`src/verilog/rv_pkg.sv`:
```
////////////////////////////////////////////////////////////////////////////
// rv_pkg
// shared widths, opcodes and operation codes for the RV32I integer core
////////////////////////////////////////////////////////////////////////////
package rv_pkg;

  localparam int xlen = 32;

  typedef logic [4:0]      reg_addr_t;
  typedef logic [xlen-1:0] word_t;

  localparam word_t reset_pc = 32'h0000_0000;

  // major opcodes kept by this core
  typedef enum logic [6:0] {
    opc_op     = 7'b0110011,
    opc_op_imm = 7'b0010011,
    opc_lui    = 7'b0110111,
    opc_branch = 7'b1100011,
    opc_jal    = 7'b1101111,
    opc_jalr   = 7'b1100111
  } opcode_t;

  typedef enum logic [3:0] {
    alu_add,
    alu_sub,
    alu_and,
    alu_or,
    alu_xor,
    alu_sll,
    alu_srl,
    alu_sra,
    alu_slt,
    alu_sltu,
    alu_pass_b     // lui
  } alu_op_t;

  // encodings follow funct3 of the branch instructions
  typedef enum logic [2:0] {
    br_eq  = 3'b000,
    br_ne  = 3'b001,
    br_lt  = 3'b100,
    br_ge  = 3'b101,
    br_ltu = 3'b110,
    br_geu = 3'b111
  } branch_cond_t;

endpackage

```
`src/verilog/branch_target_buffer.sv`:
```
////////////////////////////////////////////////////////////////////////////
// branch_target_buffer
// direct-mapped tagged target table, looked up by the fetch pc and
// written by execute on a resolved taken mispredict
////////////////////////////////////////////////////////////////////////////
`timescale 1ns/1ps

module branch_target_buffer #(
  parameter int btb_index_bits = 5
) (
  input  logic          clk,
  input  logic          reset,
  input  rv_pkg::word_t lookup_pc,
  output logic          btb_hit,
  output rv_pkg::word_t btb_target,
  input  logic          btb_write,
  input  rv_pkg::word_t btb_write_pc,
  input  rv_pkg::word_t btb_write_target
);

  localparam int entries  = 2 ** btb_index_bits;
  localparam int tag_bits = rv_pkg::xlen - btb_index_bits - 2;

  logic [entries-1:0]  valid;
  logic [tag_bits-1:0] tag [entries];
  rv_pkg::word_t       target [entries];

  logic [btb_index_bits-1:0] rd_idx;
  logic [btb_index_bits-1:0] wr_idx;

  assign rd_idx = lookup_pc[btb_index_bits+1:2];
  assign wr_idx = btb_write_pc[btb_index_bits+1:2];

  assign btb_hit    = valid[rd_idx] && (tag[rd_idx] == lookup_pc[rv_pkg::xlen-1:btb_index_bits+2]);
  assign btb_target = target[rd_idx];

  always_ff @(posedge clk) begin
    if (reset) begin
      valid <= '0;
    end else if (btb_write) begin
      valid[wr_idx] <= 1'b1;
    end
  end

  always_ff @(posedge clk) begin
    if (btb_write) begin
      tag[wr_idx]    <= btb_write_pc[rv_pkg::xlen-1:btb_index_bits+2];
      target[wr_idx] <= btb_write_target;
    end
  end

  target_aligned_a: assert property (@(posedge clk) disable iff (reset)
    btb_write |-> btb_write_target[1:0] == 2'b00);

endmodule

```
`config.mk`:
```
export PLATFORM = sky130hd
export DESIGN_NAME = branch_target_buffer
export DESIGN_NICKNAME = d
export VERILOG_FILES = /design/src/verilog/rv_pkg.sv /design/src/verilog/branch_target_buffer.sv
export SDC_FILE = /design/constraint.sdc
export NUM_CORES = 1
export LEC_CHECK = 0
export ABC_AREA = 1
export CORE_UTILIZATION = 40
export DETAILED_ROUTE_END_ITERATION = 10
export DONT_BUFFER_PORTS = 1
export PLACE_DENSITY = 0.55
export SYNTH_ARGS = -nofsm -noshare
export SYNTH_HDL_FRONTEND = slang
export SYNTH_SLANG_ARGS = --single-unit
```
`constraint.sdc`:
```
create_clock -name clk -period 8.6 [get_ports clk]
set_clock_uncertainty 0.1 [all_clocks]
set_input_delay 0.86 -clock clk [delete_from_list [all_inputs] [get_ports clk]]
set_output_delay 0.86 -clock clk [all_outputs]
set_load 0.03 [all_outputs]
```
==> reports/summary.txt <==
Mapped Area: 73600 um^2
Initial Util: 40.2%
setup TNS: -77.1 ps
PnR worst setup slack: -77.1 ps
DRC viols: 0
Die Y: 431 um
Placed Area: 75500 um^2
first-pass GRT wire length: 311000 um
CP max FO: 932
worst r2r path cells: 2
delay-heaviest family, CP: buffers and inverters
CTS H-tree depth: 4
layout filler cell count: 16400
initial antenna violation count: 9
final instance area: 82000 um^2
total die area: 186000 um^2
part of the power in registers: 53.7%
Worst Path Required: 7640 ps
Rows: 157
CP arrival: 7720 ps
hold-critical path depth: 0
vias: 46500
status: complete, but fails checks
clock sinks: 1856
syn avg cell area: 12.8 um^2
share of cells above drive strength 1: 5.84%
GPL Wtd Cong: 0.754
gr usage total: 23.1%
I/O Buffers: 0
post-synthesis mux area share: 0%
main combinational cell family by area after synthesis: simple AND/OR/NAND/NOR gates
fmax: 115 MHz
Worst-Margin Slew: 4640 ps
Detail Placement HPWL: 93500 um
pin count of the biggest net entering global routing: 933
DR pass1 iterations: 6
CTS root buffer: clkbuf_16
P per Cell Area: 229 nW/um^2
CP Depth: 16
biggest cell delay along the critical path: 2070 ps
CTS Buffer Depth: 3
total grt overflow: 0
post_cts resized: 0
IO Pins: 132
antenna-violating nets left: 0
Num CTS Buffers: 185
Peak VDD IR: 0.182 mV
clk_lat worst skew: 810 ps
sw frac: 21.7%
Post-Synth Simple-Gate Area: 14.5%
Worst-path clk slew: 60 ps
Critical Path Start Type: input pin
nature of the critical path endpoint: primary output
Compound-Gate Fraction of Synth Area: 7.26%
shortest clock period the worst path allows after layout: 8680 ps
WL per Instance: 26.3 um
Hold Fails Final Rpt: 0
area of the multi-input gates: 16200 um^2
synth warn: 0
RSZ-0062 raised after global routing: no
Post-Synth Adder-Cell Area: 0%
Period Utilization, post-route: 101%
max-slew violations: 797
Hold Crit Class: in2reg
CTS tree: done
Slew headroom: -209%
DRT Wirelength: 218000 um
Seq/Total Area, Yosys: 75.3%
most frequent cells in the layout: edfxtp_1 (1824), nand2_1 (1105), nand3_1 (743)
syn nets: 5849
vias in the first global route: 43800
MaxCap Viol Count: 0
internal power: 14.7 mW
chip width: 431 um
Core Util, Final: 44.8%
DR vias/cell: 5.61
number of library cell types mapped by synthesis: 23
endpoints failing setup: 1
#FFs+latches synth: 1856
Final #Nets: 5777
ranking of synthesized cells by area: edfxtp_1 (74%), nand2_1 (5.6%), nand3_1 (5.1%)
cell taking the most area after synthesis: edfxtp_1
combinational fraction of design power: 5.1%
WS Path Type: in2out
Leak: 26.9 nW
Slowest-stage cell, CP: inv_16
core area: 183000 um^2
Most common cell on crit path: nand2_1
Post-CTS Setup Repair Bufs: 0
area share of the largest cell type after synthesis: 74.4%
switching power: 4.08 mW
Worst Path Buf+Inv: 2
clock group share of total power: 41.2%
cell count after synthesis: 5750
DRT iter0 DRCs: 5236
most common cell after layout, fill and taps aside: edfxtp_1
failing checks: slew limit, setup timing
Area growth syn-to-layout: 11.4%
Synth Area in XOR/XNOR: 0%
area occupied by registers: 55400 um^2
crit-path cells: inv_16, buf_4, nand2_1, nand3_1, nand3_1, nand2_1, nand2_1, nand3_1, nand2_1, nand2_1, nand2_1, nor2_1, nand2_1, nor2_1, nand2_1, nor2_1
-- synthesized netlist by cell type --
library cell	instances
nor3_1	12
buf_4	38
a31oi_1	32
a32oi_1	28
o21ai_1	50
buf_2	148
inv_1	38
o21ai_0	505
nand3b_1	13
inv_2	3
o22ai_1	60
buf_6	24
o211ai_1	4
nand3_1	743
nor2_1	703
dfxtp_1	32
buf_1	21
clkinv_1	1
edfxtp_1	1824
clkbuf_1	169
o221ai_1	196
inv_4	1
nand2_1	1105
-- logic make-up after synthesis --
family / count (synthesis)
AND/OR/NAND/NOR: 2576
flip-flops: 1856
AO/OA/AOI/OAI: 875
buffers and inverters: 443
-- worst paths after layout --
path | start | slack, ps | endpoint
worst min-delay path | btb_write_target[29] | 40 | target[25][29]
worst max-delay path | lookup_pc[2] | -80 | btb_hit
worst max register to register | valid[8] | 7910 | valid[8]
worst min register to register | valid[25] | 370 | valid[25]
-- per-stage QoR --
stage | setup slack [ps] | hold WS, ps | cells | total power [mW]
after floorplan | 4380 | 335 | 5750 | 10.9
after global placement | 2940 | 344 | 7883 | 11.0
after detailed placement | 2930 | 355 | 7883 | 11.0
after CTS | 2950 | 0.00577 | 8287 | 18.9
after global routing | 2170 | 0.280 | 8290 | 19.3
final | -77.1 | 37.0 | 8291 | 18.8
-- routing by layer --
layer | routed length (um) | track usage [%] | vias to the layer above
met1 | 91200 | 31.5 | 23300
met3 | 16400 | 3.77 | 339
met5 | 33 | 0 | -
li1 | - | - | 20900
met2 | 104000 | 37.5 | 1882
met4 | 6720 | 7.58 | 6
-- repair_timing --
action / CTS / global route
setup endpoints to repair: 0 / 0
hold endpoints to repair: 1584 / 0
hold buffers: 72 / 0
-- state kept, by name, summed over array words and instances (netlist names) --
signal  flops
target   1024
tag       800
valid      32
-- area by class of cell --
| type | instances | area share [%] |
|---|---|---|
| antenna | 4 | 0.0122 |
| clock inverter | 88 | 0.826 |
| sequential | 1856 | 67.6 |
| tap | 2464 | 3.76 |
| timing repair buffer | 141 | 1.62 |
| multi-input combinational | 3451 | 19.8 |
| clock buffer | 244 | 6.10 |
| inverter | 43 | 0.244 |
-- power groups by stage --
stage	sequential (mW)	clock (mW)	combinational [mW]
final	10.1	7.74	0.957
after CTS	10.1	7.86	0.941
after global placement	10.3	0	0.787
after global routing	10.1	8.19	1.03
after detailed placement	10.3	0	0.793
after floorplan	10.3	0	0.673
Note: power is estimated with default switching activity, not from simulation.
