<file path="src/verilog/rv_pkg.sv">
////////////////////////////////////////////////////////////////////////////
// rv_pkg
// shared widths, opcodes and operation codes for the RV32I integer core
////////////////////////////////////////////////////////////////////////////
package rv_pkg;

  localparam int xlen = 32;

  typedef logic [4:0]      reg_addr_t;
  typedef logic [xlen-1:0] word_t;

  localparam word_t reset_pc = 32'h0000_0000;

  // major opcodes kept by this core
  typedef enum logic [6:0] {
    opc_op     = 7'b0110011,
    opc_op_imm = 7'b0010011,
    opc_lui    = 7'b0110111,
    opc_branch = 7'b1100011,
    opc_jal    = 7'b1101111,
    opc_jalr   = 7'b1100111
  } opcode_t;

  typedef enum logic [3:0] {
    alu_add,
    alu_sub,
    alu_and,
    alu_or,
    alu_xor,
    alu_sll,
    alu_srl,
    alu_sra,
    alu_slt,
    alu_sltu,
    alu_pass_b     // lui
  } alu_op_t;

  // encodings follow funct3 of the branch instructions
  typedef enum logic [2:0] {
    br_eq  = 3'b000,
    br_ne  = 3'b001,
    br_lt  = 3'b100,
    br_ge  = 3'b101,
    br_ltu = 3'b110,
    br_geu = 3'b111
  } branch_cond_t;

endpackage

</file>
<file path="src/verilog/register_file.sv">
////////////////////////////////////////////////////////////////////////////
// register_file
// 32 x 32 integer registers, two combinational reads with write-through
////////////////////////////////////////////////////////////////////////////
`timescale 1ns/1ps

module register_file (
  input  logic              clk,
  input  logic              reset,
  input  rv_pkg::reg_addr_t rs1_addr,
  input  rv_pkg::reg_addr_t rs2_addr,
  output rv_pkg::word_t     rs1_data,
  output rv_pkg::word_t     rs2_data,
  input  logic              wb_we,
  input  rv_pkg::reg_addr_t wb_rd,
  input  rv_pkg::word_t     wb_data
);

  rv_pkg::word_t regs [32];

  always_ff @(posedge clk) begin
    if (reset) begin
      for (int i = 0; i < 32; i++) regs[i] <= '0;
    end else if (wb_we && wb_rd != '0) begin
      regs[wb_rd] <= wb_data;
    end
  end

  // x0 reads zero, a same-cycle write is seen by decode
  assign rs1_data = (rs1_addr == '0) ? '0 :
                    (wb_we && wb_rd == rs1_addr) ? wb_data : regs[rs1_addr];
  assign rs2_data = (rs2_addr == '0) ? '0 :
                    (wb_we && wb_rd == rs2_addr) ? wb_data : regs[rs2_addr];

endmodule

</file>
<file path="config.mk">
export PLATFORM = sky130hd
export DESIGN_NAME = register_file
export DESIGN_NICKNAME = d
export VERILOG_FILES = /design/src/verilog/rv_pkg.sv /design/src/verilog/register_file.sv
export SDC_FILE = /design/constraint.sdc
export NUM_CORES = 2
export LEC_CHECK = 0
export BUFFER_PORTS_ARGS = -buffer_cell sky130_fd_sc_hd__buf_2
export CORE_UTILIZATION = 45
export DETAILED_ROUTE_END_ITERATION = 16
export PLACE_DENSITY = 0.69
export SETUP_SLACK_MARGIN = 0.4
export SYNTH_ARGS = -nofsm -noshare
export SYNTH_HDL_FRONTEND = slang
export SYNTH_SLANG_ARGS = --single-unit
export TNS_END_PERCENT = 50
</file>
<file path="constraint.sdc">
create_clock -name clk -period 4 [get_ports clk]
set_input_delay 0 -clock clk [delete_from_list [all_inputs] [get_ports clk]]
set_output_delay 0 -clock clk [all_outputs]
set_load 0.03 [all_outputs]
</file>
==> impl_metrics.json <==
{
  "synth_enable_flop_cells": 1024,
  "synth-seq-cells": 1024,
  "drc": 0,
  "holdCritPathClass": "primary input to flip-flop",
  "fillers": 9985,
  "die_w_um": 350.7,
  "critPathCaptureType": "output port",
  "peakVddDrop_mv": 0.5442,
  "ant_nets": 0,
  "syn_inst": 3740,
  "finalWirelength_um": 185100,
  "cp_top_family": "compound AO/OA/AOI/OAI gates",
  "dr.pass1.iters": 6,
  "nets": 3806,
  "post-route-min-period_ns": 3.676,
  "slowest_stage": "a2111oi_1",
  "critPathLaunchType": "flip-flop",
  "pin_count": 114,
  "min_period_over_period": 0.9190,
  "cp_max_fo": 2,
  "wl_per_cell_um": 33.89,
  "syn-cell-area_um2": 54720,
  "grt_overflow": 0,
  "yosys.cell_types.count": 50,
  "clk_pin_slew_ns": 0.06,
  "required_ns": 4.00,
  "area_growth_pct": 11.31,
  "clock-sinks": 1024,
  "finalSetupViolCount": 0,
  "antenna_found_initial": 20,
  "dieHeight_um": 350.7,
  "gp_congestion": 0.9741,
  "fmax_mhz": 272.0,
  "post-route-util": 0.5064,
  "synth_ff_type": "edfxtp_1",
  "drtIter0Drc": 5258,
  "vias": 36247,
  "cts_max_path_buffers": 3,
  "yosysSeqAreaShare": 0.5619,
  "crit_type": "flip-flop to output port",
  "status": "complete, no violations",
  "critical_path_arrival_ns": 3.68,
  "initial_core_util": 0.4549,
  "rsz0062_at_grt": "true",
  "yosys_warnings": 0,
  "drive_gt1_frac": 0.2354,
  "critPathMostFrequentCell": "a22o_1",
  "largest_register_ff_count": 1024,
  "cts_tree": "done",
  "final_hold_viol_count": 0,
  "power_density_nw_per_um2": 422.0,
  "htreeDepth": 3,
  "syn_avg_cell_area_um2": 14.63,
  "clock-root-buffer": "clkbuf_16",
  "maxCapViolations": 0,
  "fp.dieArea_um2": 123000,
  "p_leak_nw": 21.45,
  "synthArstFlopShare": 0,
  "dp_hpwl_um": 115300,
  "slew_violations": 0,
  "cts_buffers": 105,
  "slew_headroom": 0.05235,
  "grt_usage": 0.2982,
  "num_rows": 127,
  "grt_max_degree": 80,
  "grt_pass1_vias": 35731,
  "worstMarginPinSlew_ns": 1.418,
  "regMostFlops": "regs",
  "tns_ns": 0,
  "grt_first_pass_wirelength_um": 259500,
  "cpPeakStageDelay_ns": 0.97,
  "reg_top3": "regs x1024",
  "vias_per_cell": 6.637,
  "path_buf_inv": 1,
  "crit_chain": "mux4_2 > a22o_1 > a2111oi_1 > a21oi_1 > a22o_1 > buf_2",
  "coreArea_um2": 120300,
  "io_buffers": 113
}
[tightest hold or removal path, cell delays in order]
cell and delay, ns:
buf_2 0.09, buf_4 0.24, and2_1 0.19
[cells in the mapped netlist (all sizes together), types with 4 or more instances]
library cell	number	area share
o221ai	42	0.0067
o211ai	10	0.0014
mux4	388	0.16
a22oi	133	0.018
nand3	12	0.0011
edfxtp	1024	0.56
nand3b	5	0.00069
xnor2	10	0.0016
a22o	55	0.0088
and2	996	0.11
o31ai	4	0.00055
o221a	18	0.0037
mux2i	281	0.051
a31oi	7	0.00080
nor2b	6	0.00069
a221o	13	0.0024
a221oi	4	0.00064
o21ai	9	0.00082
a2111oi	24	0.0038
nor2	43	0.0029
buf	112	0.011
a21oi	78	0.0071
clkbuf	302	0.021
a32oi	9	0.0014
mux2	5	0.0010
o32ai	4	0.00064
o22ai	41	0.0047
or2	33	0.0038
nand2	35	0.0024
a211oi	7	0.00096
[metal layers]
layer	up-vias	wire length, um	track usage
met5	-	114	0
met1	18465	66890	0.3910
met2	2727	83070	0.4563
met4	18	11570	0.1648
met3	549	23410	0.07303
li1	14488	-	-
[cell type report]
type,count,area (um2),area share
clock buffer,137,2769,0.04546
antenna,8,20.02,0.0003287
multi-input combinational,2331,22490,0.3692
sequential,1024,30750,0.5048
clock inverter,55,431.7,0.007087
timing repair buffer,292,2426,0.03983
tap,1612,2017,0.03311
inverter,2,7.507,0.0001232
[report_power, final]
group	internal [mW]	total (mW)	leakage [nW]	switching, mW
sequential	12.4	12.7	9.75	0.306
combinational	1.33	3.51	10.1	2.19
clock	5.20	9.48	1.57	4.29
[final timing paths]
kind        start            to  slack, ns  cells after the start
max   regs[8][14]  rs2_data[14]       0.32                      6
min   wb_data[10]  regs[16][10]       0.02                      3
[cells by family (layout without fill, tap and decap cells)]
| kind of cell | count (synthesis) | in the layout | synth area share |
|---|---|---|---|
| AND/OR/NAND/NOR | 1146 | 1146 | 0.1275 |
| flip-flops | 1024 | 1024 | 0.5619 |
| multiplexers | 674 | 674 | 0.2121 |
| AO/OA/AOI/OAI | 469 | 469 | 0.06452 |
| buffers and inverters | 416 | 486 | 0.03231 |
| XOR/XNOR | 10 | 10 | 0.001600 |
| other | 1 | 40 | 0.00006853 |
[timing repair]
action                                 4_1_cts  5_1_grt
setup buffers                                0        0
endpoints found under the hold margin      445        0
hold buffers                                20        0
setup endpoints to repair                    3        2
resized for setup                            2        1
gates cloned                                 0        0
[per-stage QoR]
step                cells  power [mW]  area, um2  hold WS, ns  setup WS, ns
floorplan            3771       14.93      54840       0.1982         2.114
global placement     5240       16.27      57480       0.4519        0.3421
detailed placement   5241       16.33      57490       0.4541        0.4104
CTS                  5453       25.63      60890    0.0002997        0.3207
global route         5456       26.23      60900      0.01554        0.3499
finish               5461       25.70      60910      0.02242        0.3241
[cells in the final DEF (no fill, tap or decap), types with 5 or more instances in the layout]
master,instances
conb_1,32
nor2_2,28
clkinv_2,22
nand3b_1,5
a221o_1,13
o221ai_1,42
diode_2,8
a31oi_1,7
mux2i_1,281
dlygate4sd3_1,20
clkbuf_16,106
nand3_1,12
edfxtp_1,1024
and2_1,993
o21ai_0,8
a32oi_1,9
or2_2,33
a2111oi_1,8
xnor2_1,10
o22ai_1,41
o221a_2,18
mux2_2,5
a22o_1,55
bufinv_16,5
buf_12,34
a2111oi_0,16
a21oi_1,78
buf_2,107
clkbuf_1,31
a211oi_1,7
clkinv_1,19
buf_4,127
nor2_1,8
nand2_1,35
a22oi_1,133
nor2_4,7
mux4_2,388
o211ai_1,10
Power figures use the tool's default switching activity.
