**src/verilog/rv_pkg.sv**
```systemverilog
////////////////////////////////////////////////////////////////////////////
// rv_pkg
// shared widths, opcodes and operation codes for the RV32I integer core
////////////////////////////////////////////////////////////////////////////
package rv_pkg;

  localparam int xlen = 32;

  typedef logic [4:0]      reg_addr_t;
  typedef logic [xlen-1:0] word_t;

  localparam word_t reset_pc = 32'h0000_0000;

  // major opcodes kept by this core
  typedef enum logic [6:0] {
    opc_op     = 7'b0110011,
    opc_op_imm = 7'b0010011,
    opc_lui    = 7'b0110111,
    opc_branch = 7'b1100011,
    opc_jal    = 7'b1101111,
    opc_jalr   = 7'b1100111
  } opcode_t;

  typedef enum logic [3:0] {
    alu_add,
    alu_sub,
    alu_and,
    alu_or,
    alu_xor,
    alu_sll,
    alu_srl,
    alu_sra,
    alu_slt,
    alu_sltu,
    alu_pass_b     // lui
  } alu_op_t;

  // encodings follow funct3 of the branch instructions
  typedef enum logic [2:0] {
    br_eq  = 3'b000,
    br_ne  = 3'b001,
    br_lt  = 3'b100,
    br_ge  = 3'b101,
    br_ltu = 3'b110,
    br_geu = 3'b111
  } branch_cond_t;

endpackage

```
**src/verilog/fetch_stage.sv**
```systemverilog
////////////////////////////////////////////////////////////////////////////
// fetch_stage
// pc register with next-pc choice between redirect, btb prediction and
// pc+4, followed by the IF/ID pipeline register
////////////////////////////////////////////////////////////////////////////
`timescale 1ns/1ps

module fetch_stage (
  input  logic          clk,
  input  logic          reset,
  input  logic          redirect,
  input  rv_pkg::word_t redirect_pc,
  input  logic          btb_hit,
  input  rv_pkg::word_t btb_target,
  output rv_pkg::word_t imem_addr,
  input  rv_pkg::word_t imem_data,
  output logic          id_valid,
  output rv_pkg::word_t id_inst,
  output rv_pkg::word_t id_pc,
  output rv_pkg::word_t id_pred_pc
);

  rv_pkg::word_t pc;
  rv_pkg::word_t pred_pc;

  assign imem_addr = pc;
  assign pred_pc   = btb_hit ? btb_target : pc + 32'd4;  // taken on any hit

  always_ff @(posedge clk) begin
    if (reset) begin
      pc <= rv_pkg::reset_pc;
    end else begin
      pc <= redirect ? redirect_pc : pred_pc;  // execute wins over prediction
    end
  end

  always_ff @(posedge clk) begin
    if (reset) begin
      id_valid <= 1'b0;
    end else begin
      id_valid <= !redirect;  // word fetched now is wrong path
    end
  end

  // payload, qualified by id_valid
  always_ff @(posedge clk) begin
    id_inst    <= imem_data;
    id_pc      <= pc;
    id_pred_pc <= pred_pc;
  end

  pc_aligned_a: assert property (@(posedge clk) disable iff (reset)
    pc[1:0] == 2'b00);

endmodule

```
**config.mk**
```make
export PLATFORM = sky130hd
export DESIGN_NAME = fetch_stage
export DESIGN_NICKNAME = d
export VERILOG_FILES = /design/src/verilog/rv_pkg.sv /design/src/verilog/fetch_stage.sv
export SDC_FILE = /design/constraint.sdc
export NUM_CORES = 1
export LEC_CHECK = 0
export CELL_PAD_IN_SITES_DETAIL_PLACEMENT = 1
export CELL_PAD_IN_SITES_GLOBAL_PLACEMENT = 1
export CORE_MARGIN = 2
export CORE_UTILIZATION = 44
export DETAILED_ROUTE_END_ITERATION = 10
export DONT_BUFFER_PORTS = 1
export MAX_ROUTING_LAYER = met4
export PLACE_DENSITY = 0.84
export SLEW_MARGIN = 20
export SYNTH_ARGS = -nofsm -noshare
export SYNTH_HDL_FRONTEND = slang
export SYNTH_SLANG_ARGS = --single-unit
```
**constraint.sdc**
```tcl
create_clock -name clk -period 2.4 [get_ports clk]
set_input_delay 0.36 -clock clk [delete_from_list [all_inputs] [get_ports clk]]
set_output_delay 0.36 -clock clk [all_outputs]
set_load 0.01 [all_outputs]
```
==> flow_summary_export.csv <==
group,metric,value,unit
run_status,status,"completed",
drt,vias_per_cell,5.90,
clocking,h-tree-depth,4,
drt,ant_nets,0,
yosys,ys_seq_area_share,62.5,%
floorplanning,fp-row-count,35,
drt,drt-initial-drc-count,155,
critical_path,critPathSlowestCell,"or4_1",
yosys,synth-main-ff-cell,"dfxtp_1",
critical_path,worstPathMaxFanout,5,
floorplanning,fp.coreArea,9200,um2
drt,drc_errors,0,
drt,routedWlPerCell,25.5,um
yosys,synth_warnings,0,
grt,busiest_layer,"met2",
clocking,clk_pin_slew,0.06,ns
yosys,synth_top_area_share,62.5,%
critical_path,cp.required,2.79,ns
clocking,cts_sinks,129,
grt,antenna_found_initial,1,
timing,maxSlewViolCount,0,
timing,setup_viol,0,
grt,grt_pass1_wl,22300,um
floorplanning,dieArea,10200,um2
placed_design,gp_congestion,0.792,
placed_design,placed_cell_area,4390,um2
finish,fillerInstances,944,
yosys,synth.area.top_cells,"dfxtp_1 (62%), nand2_1 (3.6%), nor2_1 (3.6%)",
finish,nNetsFinal,577,
critical_path,crit_type,"reg -> reg",
critical_path,cpPeakStageDelay,0.58,ns
timing,worst_pin_slew,0.680,ns
grt,grt.met1_usage,32.2,%
placed_design,dpl.hpwl,9230,um
floorplanning,initial_core_util,45.0,%
finish,multi_input_area,1460,um2
pwr,power.density,1000,nW/um2
yosys,synthesis.nets,497,
timing,relSlewSlack,54.5,%
floorplanning,io_pins,229,
floorplanning,chipWidth,101,um
grt,gr-total-overflow,0,
yosys,synth_top_family_by_area,"simple AND/OR/NAND/NOR gates",
critical_path,path_buf_inv,0,
finish,fin_area,5560,um2
placed_design,portBuffers,0,
hold_path,hold_path.class,"in -> reg",
finish,regArea,2580,um2
grt,grtUsageMet3,9.57,%
timing,setup_tns,0,ns
timing,post-route-min-period,2.27,ns
yosys,synthAdderAreaFrac,0.303,%
floorplanning,die_h,101,um
timing,fmax,440,MHz
drt,detail_route.first_pass.iterations,4,
clocking,cts_max_path_buffers,2,
yosys,synth_seq_cells,129,
placed_design,place_ws,0.127,ns
grt,grt_max_degree,37,
timing,fin_ws,0.129,ns
grt,grt_pass1_vias,3910,
yosys,synth_compound_area_share,12.4,%
grt,grtUsageMet2,53.2,%
yosys,synth-simple-area-share,16.0,%
timing,final.period_utilization,94.6,%
clocking,cts_tree,"yes",
pwr,leakage,0.00225,uW
yosys,synthXorXnorAreaFrac,2.54,%
timing,fin_worst_skew,0.00936,ns
critical_path,crit_chain,"nand4_2 -> or4_1 -> nor4_2 -> mux2_2 -> o32ai_1",
pwr,peakVddDrop,0.486,mV
grt,grt_usage,30.4,%
clocking,cts_setup_buffers,0,
yosys,synth_edf_count,0,
clocking,cts_buffers,17,
yosys,synth_mux_area_share,3.81,%
yosys,yosysMostFrequentCell,"dfxtp_1",
finish,area_delta_synth_final,34.5,%
drt,wirelength,15300,um
critical_path,cp-end-kind,"register",
critical_path,cp-start-kind,"register",
yosys,netlist_top_cells_count,"dfxtp_1 (129), nand2_1 (40), nor2_1 (40)",
critical_path,worstPathArrival,2.66,ns
drt,via_count,3542,
finish,drive_above_1_share,14.5,%
timing,finalHoldViolations,0,
job,drv_cap,0,
yosys,synth_area,4140,um2
yosys,synth_largest_area_cell,"dfxtp_1",
yosys,postSynthCellCount,396,
clocking,clk_latency,0.50,ns
timing,rsz0062_at_grt,"no",
yosys,async_flop_share,0,%
yosys,synth_cell_types,45,
clocking,clockRootBuffer,"clkbuf_8",
yosys,avgSynthCellArea,10.4,um2
critical_path,cp_top_family,"simple AND/OR/NAND/NOR gates",
==> timing repair <==
| action | in CTS | in global routing |
|---|---|---|
| hold buffers | 51 | 2 |
| resized for setup | 1 | 1 |
| endpoints found under the hold margin | 80 | 2 |
| setup endpoints to repair | 1 | 1 |
==> final timing paths <==
kind | start | to | slack, ns | cells after the start
worst min-delay path | redirect_pc[0] | imem_addr[0]$_SDFF_PP0_ | 0.01 | 2
worst max-delay path | imem_addr[11]$_SDFF_PP0_ | imem_addr[31]$_SDFF_PP0_ | 0.13 | 5
worst min register to register | imem_addr[22]$_SDFF_PP0_ | id_pc[22]$_DFF_P_ | 0.41 | 0
worst max register to register | imem_addr[11]$_SDFF_PP0_ | imem_addr[31]$_SDFF_PP0_ | 0.13 | 5
==> through the flow <==
stage	cells	hold slack [ns]	power (uW)	utilization (%)
after floorplan	396	0.388	2670	-
after global placement	515	0.388	2760	47.8
after detailed placement	515	0.388	2780	47.8
after CTS	597	0.000107	5550	60.2
after global routing	600	-0.00941	5740	60.5
final	600	0.0130	5570	60.5
==> area by class of cell <==
type | count | area share (%)
inverters | 7 | 0.472
clock inverters | 14 | 3.69
clock buffers | 17 | 7.45
well taps | 111 | 2.50
repair buffers | 79 | 13.2
flip-flops and latches | 129 | 46.5
diodes | 1 | 0.0450
multi-input cells | 242 | 26.2
==> flip-flops by register name (all words and copies together) (netlist names) <==
signal and flops:
id_pred_pc 32, id_pc 32, imem_addr 32, id_inst 32
id_valid 1
==> placed cells by master, fill, tap and decap left out, types with 6 or more instances in the layout <==
cell type,instances
xor2_1,7
clkbuf_16,16
nand4_1,6
nand2_1,40
a21oi_1,22
o32ai_1,8
nand3_1,15
nor3_1,8
o21ai_0,12
a22oi_1,6
nor2_1,40
dfxtp_1,128
dlygate4sd3_1,52
buf_4,26
mux2_2,6
mux2i_1,9
==> layer usage <==
| metal | vias to the layer above | wire length [um] |
|---|---|---|
| li1 | 1568 | - |
| met1 | 1758 | 5770 |
| met2 | 194 | 7990 |
| met3 | 22 | 1230 |
| met4 | 0 | 306 |
| met5 | - | 0 |
==> power by group <==
group / leakage [uW] / total (uW) / internal [uW] / switching, uW
registers: 0.00108 / 2460 / 2300 / 159
clock network: 0.000301 / 2720 / 1700 / 1020
logic: 0.000868 / 385 / 176 / 209
total: 0.00225 / 5570 / 4180 / 1390
==> logic make-up after synthesis <==
family | after synthesis
adder cells (fa/ha/maj) | 1
buffers and inverters | 25
flip-flops | 129
multiplexers | 15
XOR/XNOR | 12
AND/OR/NAND/NOR | 135
AO/OA/AOI/OAI | 79
Power figures use the tool's default switching activity.
