<file path="src/verilog/rv_pkg.sv">
////////////////////////////////////////////////////////////////////////////
// rv_pkg
// shared widths, opcodes and operation codes for the RV32I integer core
////////////////////////////////////////////////////////////////////////////
package rv_pkg;

  localparam int xlen = 32;

  typedef logic [4:0]      reg_addr_t;
  typedef logic [xlen-1:0] word_t;

  localparam word_t reset_pc = 32'h0000_0000;

  // major opcodes kept by this core
  typedef enum logic [6:0] {
    opc_op     = 7'b0110011,
    opc_op_imm = 7'b0010011,
    opc_lui    = 7'b0110111,
    opc_branch = 7'b1100011,
    opc_jal    = 7'b1101111,
    opc_jalr   = 7'b1100111
  } opcode_t;

  typedef enum logic [3:0] {
    alu_add,
    alu_sub,
    alu_and,
    alu_or,
    alu_xor,
    alu_sll,
    alu_srl,
    alu_sra,
    alu_slt,
    alu_sltu,
    alu_pass_b     // lui
  } alu_op_t;

  // encodings follow funct3 of the branch instructions
  typedef enum logic [2:0] {
    br_eq  = 3'b000,
    br_ne  = 3'b001,
    br_lt  = 3'b100,
    br_ge  = 3'b101,
    br_ltu = 3'b110,
    br_geu = 3'b111
  } branch_cond_t;

endpackage

</file>
<file path="src/verilog/decode_stage.sv">
////////////////////////////////////////////////////////////////////////////
// decode_stage
// control decode, immediate generation and source selection, followed
// by the ID/EX pipeline register
////////////////////////////////////////////////////////////////////////////
`timescale 1ns/1ps

module decode_stage (
  input  logic                 clk,
  input  logic                 reset,
  input  logic                 flush,
  input  logic                 id_valid,
  input  rv_pkg::word_t        id_inst,
  input  rv_pkg::word_t        id_pc,
  input  rv_pkg::word_t        id_pred_pc,
  output rv_pkg::reg_addr_t    rs1_addr,
  output rv_pkg::reg_addr_t    rs2_addr,
  input  rv_pkg::word_t        rs1_data,
  input  rv_pkg::word_t        rs2_data,
  output logic                 ex_valid,
  output rv_pkg::word_t        ex_pc,
  output rv_pkg::word_t        ex_pred_pc,
  output rv_pkg::reg_addr_t    ex_rs1,
  output rv_pkg::reg_addr_t    ex_rs2,
  output rv_pkg::reg_addr_t    ex_rd,
  output rv_pkg::word_t        ex_rs1_data,
  output rv_pkg::word_t        ex_rs2_data,
  output rv_pkg::word_t        ex_imm,
  output rv_pkg::alu_op_t      ex_alu_op,
  output logic                 ex_use_imm,
  output logic                 ex_is_branch,
  output rv_pkg::branch_cond_t ex_branch_cond,
  output logic                 ex_is_jal,
  output logic                 ex_is_jalr,
  output logic                 ex_reg_write,
  output logic                 ex_pc_to_reg
);

  logic [2:0] funct3;
  logic known, use_rs1, use_rs2, use_imm, is_branch, is_jal, is_jalr, reg_write;
  logic dec_valid;
  rv_pkg::alu_op_t alu_op;
  rv_pkg::word_t   imm;

  assign funct3 = id_inst[14:12];

  always_comb begin
    known = 1'b1;
    use_rs1 = 1'b0;
    use_rs2 = 1'b0;
    use_imm = 1'b0;
    is_branch = 1'b0;
    is_jal = 1'b0;
    is_jalr = 1'b0;
    reg_write = 1'b0;
    alu_op = rv_pkg::alu_add;
    imm = {{20{id_inst[31]}}, id_inst[31:20]};  // I form
    case (rv_pkg::opcode_t'(id_inst[6:0]))
      rv_pkg::opc_op, rv_pkg::opc_op_imm: begin
        use_rs1 = 1'b1;
        use_rs2 = (id_inst[6:0] == rv_pkg::opc_op);
        use_imm = !use_rs2;
        reg_write = 1'b1;
        case (funct3)
          3'd0: alu_op = (use_rs2 && id_inst[30]) ? rv_pkg::alu_sub : rv_pkg::alu_add;
          3'd1: alu_op = rv_pkg::alu_sll;
          3'd2: alu_op = rv_pkg::alu_slt;
          3'd3: alu_op = rv_pkg::alu_sltu;
          3'd4: alu_op = rv_pkg::alu_xor;
          3'd5: alu_op = id_inst[30] ? rv_pkg::alu_sra : rv_pkg::alu_srl;
          3'd6: alu_op = rv_pkg::alu_or;
          default: alu_op = rv_pkg::alu_and;
        endcase
      end
      rv_pkg::opc_lui: begin
        use_imm = 1'b1;
        reg_write = 1'b1;
        alu_op = rv_pkg::alu_pass_b;
        imm = {id_inst[31:12], 12'b0};
      end
      rv_pkg::opc_branch: begin
        use_rs1 = 1'b1;
        use_rs2 = 1'b1;
        is_branch = 1'b1;
        imm = {{20{id_inst[31]}}, id_inst[7], id_inst[30:25], id_inst[11:8], 1'b0};
      end
      rv_pkg::opc_jal: begin
        is_jal = 1'b1;
        reg_write = 1'b1;
        imm = {{12{id_inst[31]}}, id_inst[19:12], id_inst[20], id_inst[30:21], 1'b0};
      end
      rv_pkg::opc_jalr: begin
        use_rs1 = 1'b1;
        use_imm = 1'b1;
        is_jalr = 1'b1;
        reg_write = 1'b1;
      end
      default: known = 1'b0;  // bubble
    endcase
  end

  // unused sources read as x0 so forwarding never matches them
  assign rs1_addr  = use_rs1 ? id_inst[19:15] : '0;
  assign rs2_addr  = use_rs2 ? id_inst[24:20] : '0;
  assign dec_valid = id_valid && known && !flush;

  always_ff @(posedge clk) begin
    if (reset) begin
      ex_valid <= 1'b0;
      ex_is_branch <= 1'b0;
      ex_is_jal <= 1'b0;
      ex_is_jalr <= 1'b0;
      ex_reg_write <= 1'b0;
      ex_pc_to_reg <= 1'b0;
    end else begin
      ex_valid <= dec_valid;
      ex_is_branch <= dec_valid && is_branch;
      ex_is_jal <= dec_valid && is_jal;
      ex_is_jalr <= dec_valid && is_jalr;
      ex_reg_write <= dec_valid && reg_write;
      ex_pc_to_reg <= dec_valid && (is_jal || is_jalr);  // link pc+4
    end
  end

  always_ff @(posedge clk) begin
    ex_pc <= id_pc;
    ex_pred_pc <= id_pred_pc;
    ex_rs1 <= rs1_addr;
    ex_rs2 <= rs2_addr;
    ex_rd <= id_inst[11:7];
    ex_rs1_data <= rs1_data;
    ex_rs2_data <= rs2_data;
    ex_imm <= imm;
    ex_alu_op <= alu_op;
    ex_use_imm <= use_imm;
    ex_branch_cond <= rv_pkg::branch_cond_t'(funct3);
  end

endmodule

</file>
<file path="config.mk">
export PLATFORM = sky130hd
export DESIGN_NAME = decode_stage
export DESIGN_NICKNAME = d
export VERILOG_FILES = /design/src/verilog/rv_pkg.sv /design/src/verilog/decode_stage.sv
export SDC_FILE = /design/constraint.sdc
export NUM_CORES = 1
export LEC_CHECK = 0
export BUFFER_PORTS_ARGS = -buffer_cell sky130_fd_sc_hd__clkbuf_2
export CAP_MARGIN = 20
export CORE_AREA = 2 2 143 145
export CTS_BUF_LIST = sky130_fd_sc_hd__clkbuf_8
export DETAILED_ROUTE_END_ITERATION = 7
export DIE_AREA = 0 0 145 147
export GPL_ROUTABILITY_DRIVEN = 0
export SETUP_SLACK_MARGIN = 0.02
export SLEW_MARGIN = 20
export SYNTH_ARGS = -nofsm -noshare
export SYNTH_HDL_FRONTEND = slang
export SYNTH_SLANG_ARGS = --single-unit
</file>
<file path="constraint.sdc">
create_clock -name clk -period 2.65 [get_ports clk]
set_clock_uncertainty 0.2 [all_clocks]
set_input_delay 0.3975 -clock clk [delete_from_list [all_inputs] [get_ports clk]]
set_output_delay 0.3975 -clock clk [all_outputs]
set_load 0.02 [all_outputs]
</file>
==> results.md <==
- Maximum net fanout on the critical path: 9
- Type of origin of the critical path: primary input
- CTS tree: yes
- Post-synthesis cell count: 286
- Synth warn: 0
- Quantity of I/O buffers inserted on ports: 362
- Period utilisation layout: 90.7%
- Number of antenna violations at the first check in global routing: 0
- CP Data Required Time: 2.05 ns
- Outcome: finished, final reports clean
- Max-cap check violation count: 0
- Final Max Slew Viols: 0
- Clk slew on worst S/H paths: ~0.10 ns
- Row cnt: between 50 and 60
- Kind of path behind the tightest hold check: in2reg
- Clock root buffer: clkbuf_8
- Placed instance count: 916
- Global-route wire length before repair: between 20 and 25 mm
- Post-DR vias/cell: 3.74
- I/O pin cnt: roughly 360
- Slew at the pin closest to its max-slew limit: 0.680 ns
- Type of the setup path with the least slack: in2out
- Number of H-tree levels: 4
- Portion of synthesized cell area occupied by the leading cell type: 84.4%
- Sequential element share of the synthesized area: 84.4%
- Most instantiated library cell after synthesis: dfxtp_1
- GRT Resource Usage Total: 15.1%
- DRC violation count after routing: 0
- Number of setup violations in the final report: 0
- Hold buffer count at CTS: 153
- Routed WL per cell: 14.7 µm
- Critical Path End Type: output port
- Via total after detailed routing: between 4000 and 5000
- Bufs on Longest Clock Path: 2
- Leading post-synthesis cells by cell area: dfxtp_1, mux2_2, a21o_1, and2_1, nor2b_1
- Synth cell count leaders: dfxtp_1, and2_1, a21o_1
- Number of enable flip-flop cells after synthesis: 0
- Leading area contributor after synthesis: dfxtp_1
- Die outline area: about 0.021 mm²
- Ys flop type: dfxtp_1
- Width of the die: 145 µm
- Leakage power: 4.25 nW
- Final hold viol count: 0
- Synth Register Bits: 189
- Post-Layout Cell Count: roughly 1100
- Accumulated negative setup slack: 0 ns
- Post-synth cell types: 38
- Height of the die: 147 µm
- Peak supply drop: 0.285 mV
- Pin count of the biggest net entering global routing: 20
- Total detailed-routing wirelength: 16.2 mm
- TritonCTS buffer count: 17
- Power per Cell Area: 649 mW/mm²
- Mean instance size in the synthesized netlist: around 16 µm²
- Number of design-rule violations left by the first detailed-router iteration: 68
- Worst slack after detailed placement: 0.236 ns
- Peak clock frequency supported by timing: 416 MHz
- Post-CTS repair timing setup buffer count: 0
- Post-DRT Antenna Nets: 0
- Initial core utilization: 22.6%
- Net count, final: 982
- Area of the core: 0.0198 mm²
- Final worst setup slack: roughly 0.25 ns
- Cells resized by post-CTS repair: 0
- GRT Residual Overflow: 0
- Final Critical Period: 2.40 ns
- Diodes inserted: 0
- Async set-reset flop share out of synthesis: 0%
- Data arrival time of the worst path: 1.81 ns
- Number of global-route vias before repair: between 4000 and 5000
- Worst relative slew slack: 54.6%
- Final HPWL from detailed placement: 12.2 mm
- Cell area after technology mapping: ~0.0045 mm²
- Growth of design area from synthesis to finish: 90.7%
- Unrepaired setup endpoints after global routing: false
- Synthesized netlist net count: 450
- Clock Sinks: approximately 190
- Ratio of cells with drive above 1 in the final layout: around half
- Detailed Routing Iterations Pass 1: 4
layer usage:
layer	vias up	part of all wire, %	GRT usage (%)
met2	194	51	26.8
met1	1889	39	16.8
met5	-	0	0
met3	21	7.2	5.53
met4	0	2.2	5.20
li1	2012	-	-
final timing paths:
| check | depth (start not counted) | slack (ns) | startpoint | end |
|---|---|---|---|---|
| setup / recovery | 5 | 0.25 | id_inst[6] | rs1_addr[0] |
| hold / removal | 2 | 0.06 | id_inst[3] | ex_is_branch$_SDFF_PP0_ |
metrics by stage:
| stage | util, % | total power [mW] | hold WS, ns | instance area (µm²) |
|---|---|---|---|---|
| final | 43.1 | 5.55 | 0.0560 | 8550 |
| after global placement | 33.4 | 3.61 | 0.300 | 6640 |
| after detailed placement | 33.4 | 3.61 | 0.301 | 6640 |
| after global routing | 43.1 | 5.82 | 0.0149 | 8550 |
| after CTS | 43.1 | 5.64 | 0.00438 | 8550 |
| after floorplan | - | 3.31 | 0.225 | 4480 |
cell usage in the layout (no fill, tap or decap), types with 4 or more instances in the layout:
master	netlist	routed
clkinv_4	0	4
nand2_1	4	4
nor3_1	7	7
a21o_1	11	11
and2_1	12	12
dfxtp_1	189	189
nand3b_1	5	5
clkbuf_8	0	17
inv_8	0	4
a22o_1	4	4
clkbuf_2	0	362
nor2b_1	7	7
mux2_2	8	8
dlygate4sd3_1	0	153
and3b_1	4	4
cell families after synthesis:
family	Yosys count	share of synthesized area [%]
DFF	189	84.4
and+or+nand+nor	49	7.11
AOI/OAI and AO/OA	32	5.66
muxes	8	2.01
buffers and inverters	7	0.642
xor gates and xnor gates	1	0.195
worst max-delay path, cell delays in order:
cell and delay, ns:
clkbuf_2 0.16, or3b_2 0.52, a21oi_1 0.34, and2_1 0.21
clkbuf_2 0.18
area by class of cell:
type	count	area, µm²
flip-flops and latches	189	3780
fillers	1865	11300
well taps	270	338
clock buffers	17	234
clock inverters	15	150
repair buffers	518	3370
inverters	2	7.51
multi-input cells	90	672
report_power, final:
part / internal (mW) / switching, mW
sequential: 2.98 / 0.0387
clock: 0.702 / 1.12
combinational: 0.351 / 0.361
(Power assumes the default switching activity.)
