[config.mk]
export PLATFORM = sky130hd
export DESIGN_NAME = writeback_stage
export DESIGN_NICKNAME = d
export VERILOG_FILES = /design/src/verilog/rv_pkg.sv /design/src/verilog/writeback_stage.sv
export SDC_FILE = /design/constraint.sdc
export NUM_CORES = 1
export LEC_CHECK = 0
export ABC_AREA = 1
export ABC_CLOCK_PERIOD_IN_PS = 1100
export BUFFER_PORTS_ARGS = -buffer_cell sky130_fd_sc_hd__clkbuf_2
export CAP_MARGIN = 20
export CORE_MARGIN = 4
export CORE_UTILIZATION = 40
export CTS_CLUSTER_DIAMETER = 200
export DETAILED_ROUTE_END_ITERATION = 16
export PLACE_DENSITY_LB_ADDON = 0.08
export SLEW_MARGIN = 10
export SYNTH_ARGS = -nofsm -noshare
export SYNTH_HDL_FRONTEND = slang
export SYNTH_SLANG_ARGS = --single-unit
[constraint.sdc]
create_clock -name clk -period 1.1 [get_ports clk]
set_input_delay 0.055 -clock clk [delete_from_list [all_inputs] [get_ports clk]]
set_output_delay 0.055 -clock clk [all_outputs]
set_load 0.02 [all_outputs]
[src/verilog/rv_pkg.sv]
////////////////////////////////////////////////////////////////////////////
// rv_pkg
// shared widths, opcodes and operation codes for the RV32I integer core
////////////////////////////////////////////////////////////////////////////
package rv_pkg;

  localparam int xlen = 32;

  typedef logic [4:0]      reg_addr_t;
  typedef logic [xlen-1:0] word_t;

  localparam word_t reset_pc = 32'h0000_0000;

  // major opcodes kept by this core
  typedef enum logic [6:0] {
    opc_op     = 7'b0110011,
    opc_op_imm = 7'b0010011,
    opc_lui    = 7'b0110111,
    opc_branch = 7'b1100011,
    opc_jal    = 7'b1101111,
    opc_jalr   = 7'b1100111
  } opcode_t;

  typedef enum logic [3:0] {
    alu_add,
    alu_sub,
    alu_and,
    alu_or,
    alu_xor,
    alu_sll,
    alu_srl,
    alu_sra,
    alu_slt,
    alu_sltu,
    alu_pass_b     // lui
  } alu_op_t;

  // encodings follow funct3 of the branch instructions
  typedef enum logic [2:0] {
    br_eq  = 3'b000,
    br_ne  = 3'b001,
    br_lt  = 3'b100,
    br_ge  = 3'b101,
    br_ltu = 3'b110,
    br_geu = 3'b111
  } branch_cond_t;

endpackage

[src/verilog/writeback_stage.sv]
////////////////////////////////////////////////////////////////////////////
// writeback_stage
// MEM/WB register, link or result select, register write and retire port
////////////////////////////////////////////////////////////////////////////
`timescale 1ns/1ps

module writeback_stage (
  input  logic              clk,
  input  logic              reset,
  input  logic              mem_valid,
  input  rv_pkg::reg_addr_t mem_rd,
  input  rv_pkg::word_t     mem_result,
  input  rv_pkg::word_t     mem_pc,
  input  logic              mem_reg_write,
  input  logic              mem_pc_to_reg,
  output logic              wb_we,
  output rv_pkg::reg_addr_t wb_rd,
  output rv_pkg::word_t     wb_data,
  output logic              retire_valid,
  output rv_pkg::reg_addr_t retire_rd,
  output rv_pkg::word_t     retire_data,
  output rv_pkg::word_t     retire_pc
);

  logic          wb_valid;
  logic          wb_reg_write;
  rv_pkg::word_t wb_pc;

  always_ff @(posedge clk) begin
    if (reset) begin
      wb_valid <= 1'b0;
      wb_reg_write <= 1'b0;
    end else begin
      wb_valid <= mem_valid;
      wb_reg_write <= mem_reg_write;
    end
  end

  always_ff @(posedge clk) begin
    wb_rd <= mem_rd;
    wb_pc <= mem_pc;
    wb_data <= mem_pc_to_reg ? mem_pc + 32'd4 : mem_result;  // link or alu
  end

  assign wb_we = wb_valid && wb_reg_write && wb_rd != '0;  // x0 writes dropped

  assign retire_valid = wb_we;
  assign retire_rd    = wb_rd;
  assign retire_data  = wb_data;
  assign retire_pc    = wb_pc;

endmodule
==> run summary, run 1 <==
The routed wirelength normalized by instance count came out at 12.08 µm. Summing all placed instances gives a cell area of 3831 µm². The run gives 0 as the total DRC errors in the routed layout. Cell internal power was estimated by the tool at 4.820 mW.

For this run, the leading register cell type out of synthesis is dfxtp_1. Counting tap cells, the placed design contains a total of 648 instances. CTS saw 71 sinks. The tools report the number of nets produced by synthesis as 466. The run gives 2 as the largest buffer count on any clock path. The tools report the maximum frequency from static timing analysis as 0.8218 GHz. Minimum setup slack in the final design: -0.1169 ns.

Fill cells in the final layout number 643. Counting every instance in the synthesized netlist gives 391. The highest routed metal layer is met4.

The largest net degree at the start of global routing was 24; the die height was 93.99 µm. Routability-driven placement finished with a final weighted congestion of 0.8432. Summing all multi-input logic gate instances after layout gives 1131 µm². The number of warnings printed during yosys synthesis is 0, and the register area share after synthesis is 48.05%. The run gives 6.663 mW as the overall power of the completed layout. All-layer global routing usage: 19.93%.

Critical path endpoint category: an output port. Across the VDD grid, the largest voltage drop is 791.9 µV. The tools report the utilization of the core after routing as 67.05%. The first global-routing pass estimated 13700 µm of wire. The core region is 7214 µm². In the post-synthesis netlist, the cell with the most instances is nand2_1. Data arrives at the worst endpoint at 1.16 ns. For the worst setup path, the data required time is 1.04 ns. The tools report the reported leakage power as 2.530 nW.

In this run, distinct cell masters in the synthesized netlist total 24. The root buffer cell chosen for the clock tree is clkbuf_8. The tools report the post-route met1 wirelength as 3717 µm. Clock-pin slew was measured on the worst setup and hold paths at 0.07 ns. Of all nets on the critical path, the largest fanout is 3.

The run gives 8834 µm² as the area of the die. For this design the ratio of total power to cell area is 1378 nW/µm². The synthesized area per cell came out at 7.565 µm². The critical path is of the reg2out type. The portion of synthesized cell area occupied by the leading cell type came out at 48.05%. TritonCTS built the clock tree. Library cell contributing the largest single delay on the critical path: dfxtp_2. The combinational fraction of design power came out at 19.7%. Traced cell by cell, the critical path runs through nor3_2, nand2_1, nand3_2, inv_2, buf_8. The class of the tightest hold or removal check was in2reg. Number of input and output port buffers inserted: 181.

The count of pins on the block boundary was 182. The run gives 6429 µm as the final HPWL from detailed placement. The transition time of the tightest slew-check pin came out at 0.2827 ns. Dividing the detail-routed via count by the number of cells gives 4.269. Summing all non-filler instances in the final layout gives an area of 4837 µm².

The number of max-capacitance violations reported is 0, and the number of buffer and inverter instances along the worst setup path is 2. For the number of standard cells in the final layout excluding fillers, the log shows 737. The switching share of total power works out to 27.66%. By count the netlist is led by 133 x nand2_1, 71 x dfxtp_1, 41 x nor2_1. The H-tree was split into 3 levels. The tools report the number of failing hold endpoints at the final stage as 0. For the worst hold slack across all endpoints, the log shows 0.008259 ns. In this run, synthesis inferred 0 flip-flops with an integrated enable.

Initial antenna violation count: 0. The area used by sequential logic in the layout was 1424 µm². For this design the total switching power over the nets is 1.843 mW. Of the available clock period, the critical path in the final layout requires 110.6%.

The logs give 708 for the final net count and 8900 µm for the total routed wirelength. By area the synthesized netlist is led by dfxtp_1 48%, nand2_1 17%, buf_4 9.9%. The run gives 4417 µm as the routed length on met2. The routed design could run at a clock period as short as 1.217 ns. The run finished, with violations left. The synthesized design contains 71 register bits.

The share of total power dissipated in the clock network is 37.9%. The sequential fraction of design power is 42.3%, and the number of CTS-inserted buffers is 9. After the first detailed-routing iteration, the DRC count stood at 93. Cells with a size suffix above 1 make up 37.93% of the layout. The logs give 0 for the overall overflow remaining after global route and 0 for the post-detailed-route count of antenna-violating nets.

Met3 wire length: 657 µm. For this run, asynchronously set or reset flops after synthesis account for 0%. STA classifies the critical path startpoint as a register. The final number of max-transition violations was 0. For the number of antenna diodes, the log shows 0. Setup repair after global routing could not meet its margin everywhere.

Broken down by cell family, the worst path's largest delay share belongs to flip-flops. The die boundary width was 93.99 µm. The cell area after synthesis came out at 2958 µm². The number of setup violations in the final report was 2. For this block, the via count after detailed routing is 3146. Summed over all instances, the cell type with the most area after synthesis is dfxtp_1. For this run, the slowest stage of the critical path takes 0.34 ns. The worst pin sits at a relative slew slack of 81.15%. The checks that failed: negative setup slack. The area added between synthesis and finish was 63.54%; the starting utilization of the core area was 41.00%. The number of global-route vias before repair was 2990. Before antenna repair, the detailed router went through 4 iterations.

The cell row count was 31.
-- power groups by stage --
stage / clock network, mW / registers, mW / logic (mW)
final: 2.53 / 2.82 / 1.32
after global routing: 2.71 / 2.84 / 1.42
after floorplan: 0 / 3.08 / 0.502
after global placement: 0 / 2.87 / 1.11
after detailed placement: 0 / 2.88 / 1.11
after CTS: 2.59 / 2.82 / 1.32
-- layer usage --
layer | vias to the layer above | GRT usage (%)
met1 | 1368 | 22.67
met3 | 10 | 5.529
li1 | 1649 | -
met4 | 0 | 6.137
met5 | - | 0
met2 | 119 | 35.90
-- cell usage in the layout, fill, tap and decap left out, drive strengths merged, types with 2 or more instances in the layout --
master / synthesis / routed
o21ai: 10 / 10
and2: 4 / 4
dfxtp: 71 / 71
or2: 3 / 3
xnor2: 2 / 2
clkinv: 0 / 4
bufinv: 0 / 3
nor2: 52 / 52
buf: 41 / 24
nand2: 138 / 138
nand3: 30 / 30
a21oi: 2 / 2
xor2: 4 / 4
inv: 27 / 27
dlygate4sd3: 0 / 72
clkbuf: 3 / 188
-- final cells by class --
class	count	share of cell area, %
clock buffer	9	2.561
clock inverter	7	2.509
inverter	27	2.095
multi-input combinational	249	23.38
sequential	71	29.44
tap	99	2.561
timing repair buffer	275	37.45
-- what timing repair did --
action                                 in CTS  in global routing
setup endpoints to repair                   2                  2
endpoints found under the hold margin      71                  0
hold buffers                               72                  0
setup buffers                               1                  0
resized for setup                           8                  3
pin swaps                                   1                  2
-- metrics by stage --
step / worst slack [ns] / setup TNS [ns]
after floorplan: 0.07548 / 0
after global placement: -0.1020 / -1.071
after detailed placement: -0.1152 / -1.304
after CTS: -0.1471 / -0.2938
after global routing: -0.1980 / -0.3929
final: -0.1169 / -0.2330
-- flip-flops by register name (all words and copies together) (netlist names) --
| register | flops |
|---|---|
| retire_data | 32 |
| retire_pc | 32 |
| retire_rd | 5 |
| wb_reg_write | 1 |
| wb_valid | 1 |
-- kinds of logic (layout without fill, tap and decap cells) --
kind of cell	after synthesis	after routing	share of synthesized area (%)
XOR/XNOR	6	6	1.777
adder cells (fa/ha/maj)	1	1	0.4229
buffers and inverters	71	318	14.04
AND/OR/NAND/NOR	229	229	33.46
flip-flops	71	71	48.05
AO/OA/AOI/OAI	13	13	2.242
-- final timing paths --
kind	startpoint	slack (ns)	endpoint	cells past startpoint
worst max-delay path	retire_rd[3]	-0.12	wb_we	5
worst min-delay path	mem_pc[5]	0.008	retire_data[5]	3
(Power assumes the default switching activity.)
==> run 2, diff against run 1 <==
Settings changed: ABC_AREA 1 to default.
==> run summary, run 2 <==
The overall overflow remaining after global route is 0 (unchanged), and the final critical-path share of the clock period is 141.8% (was 110.6%). Worst setup timing slack at the placement stage: -0.5945 ns (was -0.1152 ns). The number of enable-type register cells in the synthesized netlist was 0 (unchanged). For the largest buffer count on any clock path, the log shows 2 (unchanged). The leading cell type by number of instances after synthesis was dfxtp_1 (was nand2_1).

Number of input and output port buffers inserted: 181 (unchanged). The mean number of vias per cell was 4.867 (was 4.269). Transition time of the tightest slew-check pin: 0.3492 ns (was 0.2827 ns). Root buffer cell: clkbuf_8 (unchanged). The data arrival time of the critical path was 1.50 ns (was 1.16 ns); the die boundary width was 90.88 µm (was 93.99 µm). The number of nets produced by synthesis is 359 (was 466). The all-layer global routing usage is 23.01% (was 19.93%). The number of failing hold endpoints at the final stage is 0 (unchanged). The initial antenna violation count was 0 (unchanged); the flop and latch count out of synthesis was 71 (unchanged). The most frequent standard cell in the layout excluding fill and tap cells was clkbuf_2 (unchanged). The maximum frequency from static timing analysis was 0.6412 GHz (was 0.8218 GHz); the number of global-route vias before repair was 3119 (was 2990). Synth top area cells: dfxtp_1 52%, buf_4 10%, nor2_1 3.8% (was dfxtp_1 48%, nand2_1 17%, buf_4 9.9%). The power density over cell area came out at 1253 nW/µm² (was 1378 nW/µm²). Leading cell types by count after synthesis: 71 x dfxtp_1, 38 x buf_4, 28 x nor2_1 (was 133 x nand2_1, 71 x dfxtp_1, 41 x nor2_1).

The tools report the utilization of the core after routing as 77.33% (was 67.05%). The number of iterations in the first detailed-routing pass came out at 4 (unchanged). The largest net degree at the start of global routing is 25 (was 24), and the number of max-capacitance violations reported is 0 (unchanged).

Number of buffer and inverter instances along the worst setup path: 1 (was 2). The run finished, with violations left. The tools report the number of antenna diodes as 0 (unchanged). The cell row count is 29 (was 31), and the share of async-settable or async-resettable flops after synthesis is 0% (unchanged). For the total via count after detailed routing, the log shows 3105 (was 3146).

The H-tree level count was 3 (unchanged). Total routed wirelength: 9815 µm (was 8900 µm). The logs give 42.30% (was 41.00%) for the starting utilization of the core area and 6495 µm² (was 7214 µm²) for the area of the core.

Kind of start point of the critical path: a register (unchanged). The tools report the total DRC errors in the routed layout as 0 (unchanged). The logs give 33 (was 24) for the number of unique standard cell types used by synthesis and 182 (unchanged) for the count of pins on the block boundary. The final HPWL from detailed placement is 6135 µm (was 6429 µm), and the maximum fanout count along the critical path is 2 (was 3). Library cell contributing the largest single delay on the critical path: or3_4 (was dfxtp_2). The portion of synthesized cell area occupied by the leading cell type is 51.73% (was 48.05%), and the time the worst path needs with I/O delays and setup is 1.560 ns (was 1.217 ns). Synthesized area per cell: 9.675 µm² (was 7.565 µm²). Most frequent cells in the layout: 172 x clkbuf_2, 70 x dlygate4sd3_1, 69 x dfxtp_1 (was 179 x clkbuf_2, 133 x nand2_1, 72 x dlygate4sd3_1). Setup repair after global routing could not meet its margin everywhere. The clock net sink count is 71 (unchanged). Highest-utilization routing layer at the global route stage: met2 (unchanged). The dominant cell type by area after synthesis was dfxtp_1 (unchanged).

For the reported leakage power, the log shows 2.370 nW (was 2.530 nW). The run gives 1.04 ns (about the same) as the required time of the critical path. Critical path class: reg2out (unchanged). Cells along the critical path: or3_4, o311a_4, clkbuf_8 (was nor3_2, nand2_1, nand3_2, inv_2, buf_8).

For the met3 track demand over resource in global routing, the log shows 6.250% (was 5.529%). The class of the tightest hold or removal check was in2reg (unchanged). The highest cell delay on the worst timing path was 0.38 ns (was 0.34 ns). Global placer's final weighted congestion: 0.8166 (was 0.8432). The tools report the wire length of the first global-routing pass as 15210 µm (was 13700 µm). The final-layout fill cell count is 463 (was 643), and the met2 track demand over resource is 40.83% (was 35.90%). The critical path's top delay family was simple AND/OR/NAND/NOR gates (was flip-flops).

TritonCTS built the clock tree. The clock-pin slew on the worst setup and hold paths works out to 0.07 ns (about the same). Primary flip-flop cell chosen by synthesis mapping: dfxtp_1 (unchanged).

The minimum setup slack in the final design came out at -0.4597 ns (was -0.1169 ns). The logs give 76.50% (was 81.15%) for the worst slew slack as a fraction of its limit and 284 (was 391) for the number of instances in the synthesized netlist. The share of final-layout standard cells stronger than drive strength 1 was 50.45% (was 37.93%); the number of warnings printed during yosys synthesis was 0 (unchanged). The cell area after synthesis was 2748 µm² (was 2958 µm²); the area of the die was 8259 µm² (was 8834 µm²). The tools report the critical path endpoint category as an output port (unchanged). Failing checks: negative setup slack (unchanged). For the number of CTS-inserted buffers, the log shows 9 (unchanged).

The final net count was 631 (was 708); the routed wirelength normalized by instance count was 15.38 µm (was 12.08 µm). The die height came out at 90.88 µm (was 93.99 µm). The tools report the number of setup violations in the final report as 15 (was 2). For the post-detailed-route count of antenna-violating nets, the log shows 0 (unchanged).

The final number of max-transition violations was 0 (unchanged); the register area share after synthesis was 51.73% (was 48.05%). The maximum resistive drop on vdd is 700.4 µV (was 791.9 µV). The met1 routing resource usage after global routing is 25.68% (was 22.67%), and the first-iteration detailed-routing DRC count is 96 (was 93). The area added between synthesis and finish was 82.79% (was 63.54%).
[run 2: cell types whose count changed after synthesis, moves of 8 or more]
cell,before,now
a31oi_1,1,13
o21ai_0,9,1
xnor2_1,2,11
o31ai_1,0,12
inv_1,27,9
nand3_1,30,10
or4_1,0,13
a21oi_1,2,14
nor2_1,41,28
nand2_1,133,9
[run 2: layout make-up]
class,instances,area [µm²],share of cell area [%]
Timing Repair Buffer,309,2170,43.20
Sequential cell,71,1424,28.35
Multi-Input combinational cell,156,1109,22.07
Clock buffer,12,145.1,2.890
Tap cell,77,96.34,1.918
Clock inverter,4,45.04,0.8969
Inverter,9,33.78,0.6726
[run 2: power breakdown]
group          internal, mW  switching (mW)
Combinational         0.669           0.773
Clock                  1.10           0.921
Sequential             2.75          0.0834
[run 2: timing repair]
action	4_1_cts	5_1_grt
hold buffers	70	0
buffers inserted	6	3
cloned	3	0
gates resized for setup	18	25
endpoints found under the setup margin	15	19
pin swaps	16	16
hold endpoints to repair	69	0
[run 2: routing by layer]
layer,share of wire [%],routed length [µm]
met1,38,3722
met5,0,0
met3,8.2,800
met4,2.4,240
met2,51,5052
[run 2: path summary, 6_finish.rpt]
path	from	endpoint	slack (ns)	depth (start not counted)
worst min-delay path	mem_pc[30]	retire_data[30]	0.004	3
worst max-delay path	retire_rd[1]	retire_valid	-0.46	3
[run 2: through the flow]
step | total power [mW] | std cells | instance area (µm²) | TNS [ns] | hold WS, ns
6_report | 6.292 | 638 | 5022 | -3.167 | 0.003779
5_1_grt | 6.570 | 638 | 5022 | -3.573 | 0.02744
4_1_cts | 6.296 | 635 | 4892 | -2.804 | 0.00007097
3_5_place_dp | 4.046 | 540 | 3839 | -8.619 | 0.1605
3_3_place_gp | 4.036 | 540 | 3839 | -8.179 | 0.1591
2_1_floorplan | 3.569 | 284 | 2799 | -5.344 | 0.08272
[run 2: kinds of logic (layout without fill, tap and decap cells)]
family	count (synthesis)	in the layout	synth area share [%]
adders and majority gates	1	1	0.4553
xor gates and xnor gates	13	13	4.144
AOI/OAI and AO/OA	44	44	10.38
buffers and inverters	60	334	13.93
and+or+nand+nor	91	94	17.76
muxes	4	4	1.594
DFF	71	71	51.73
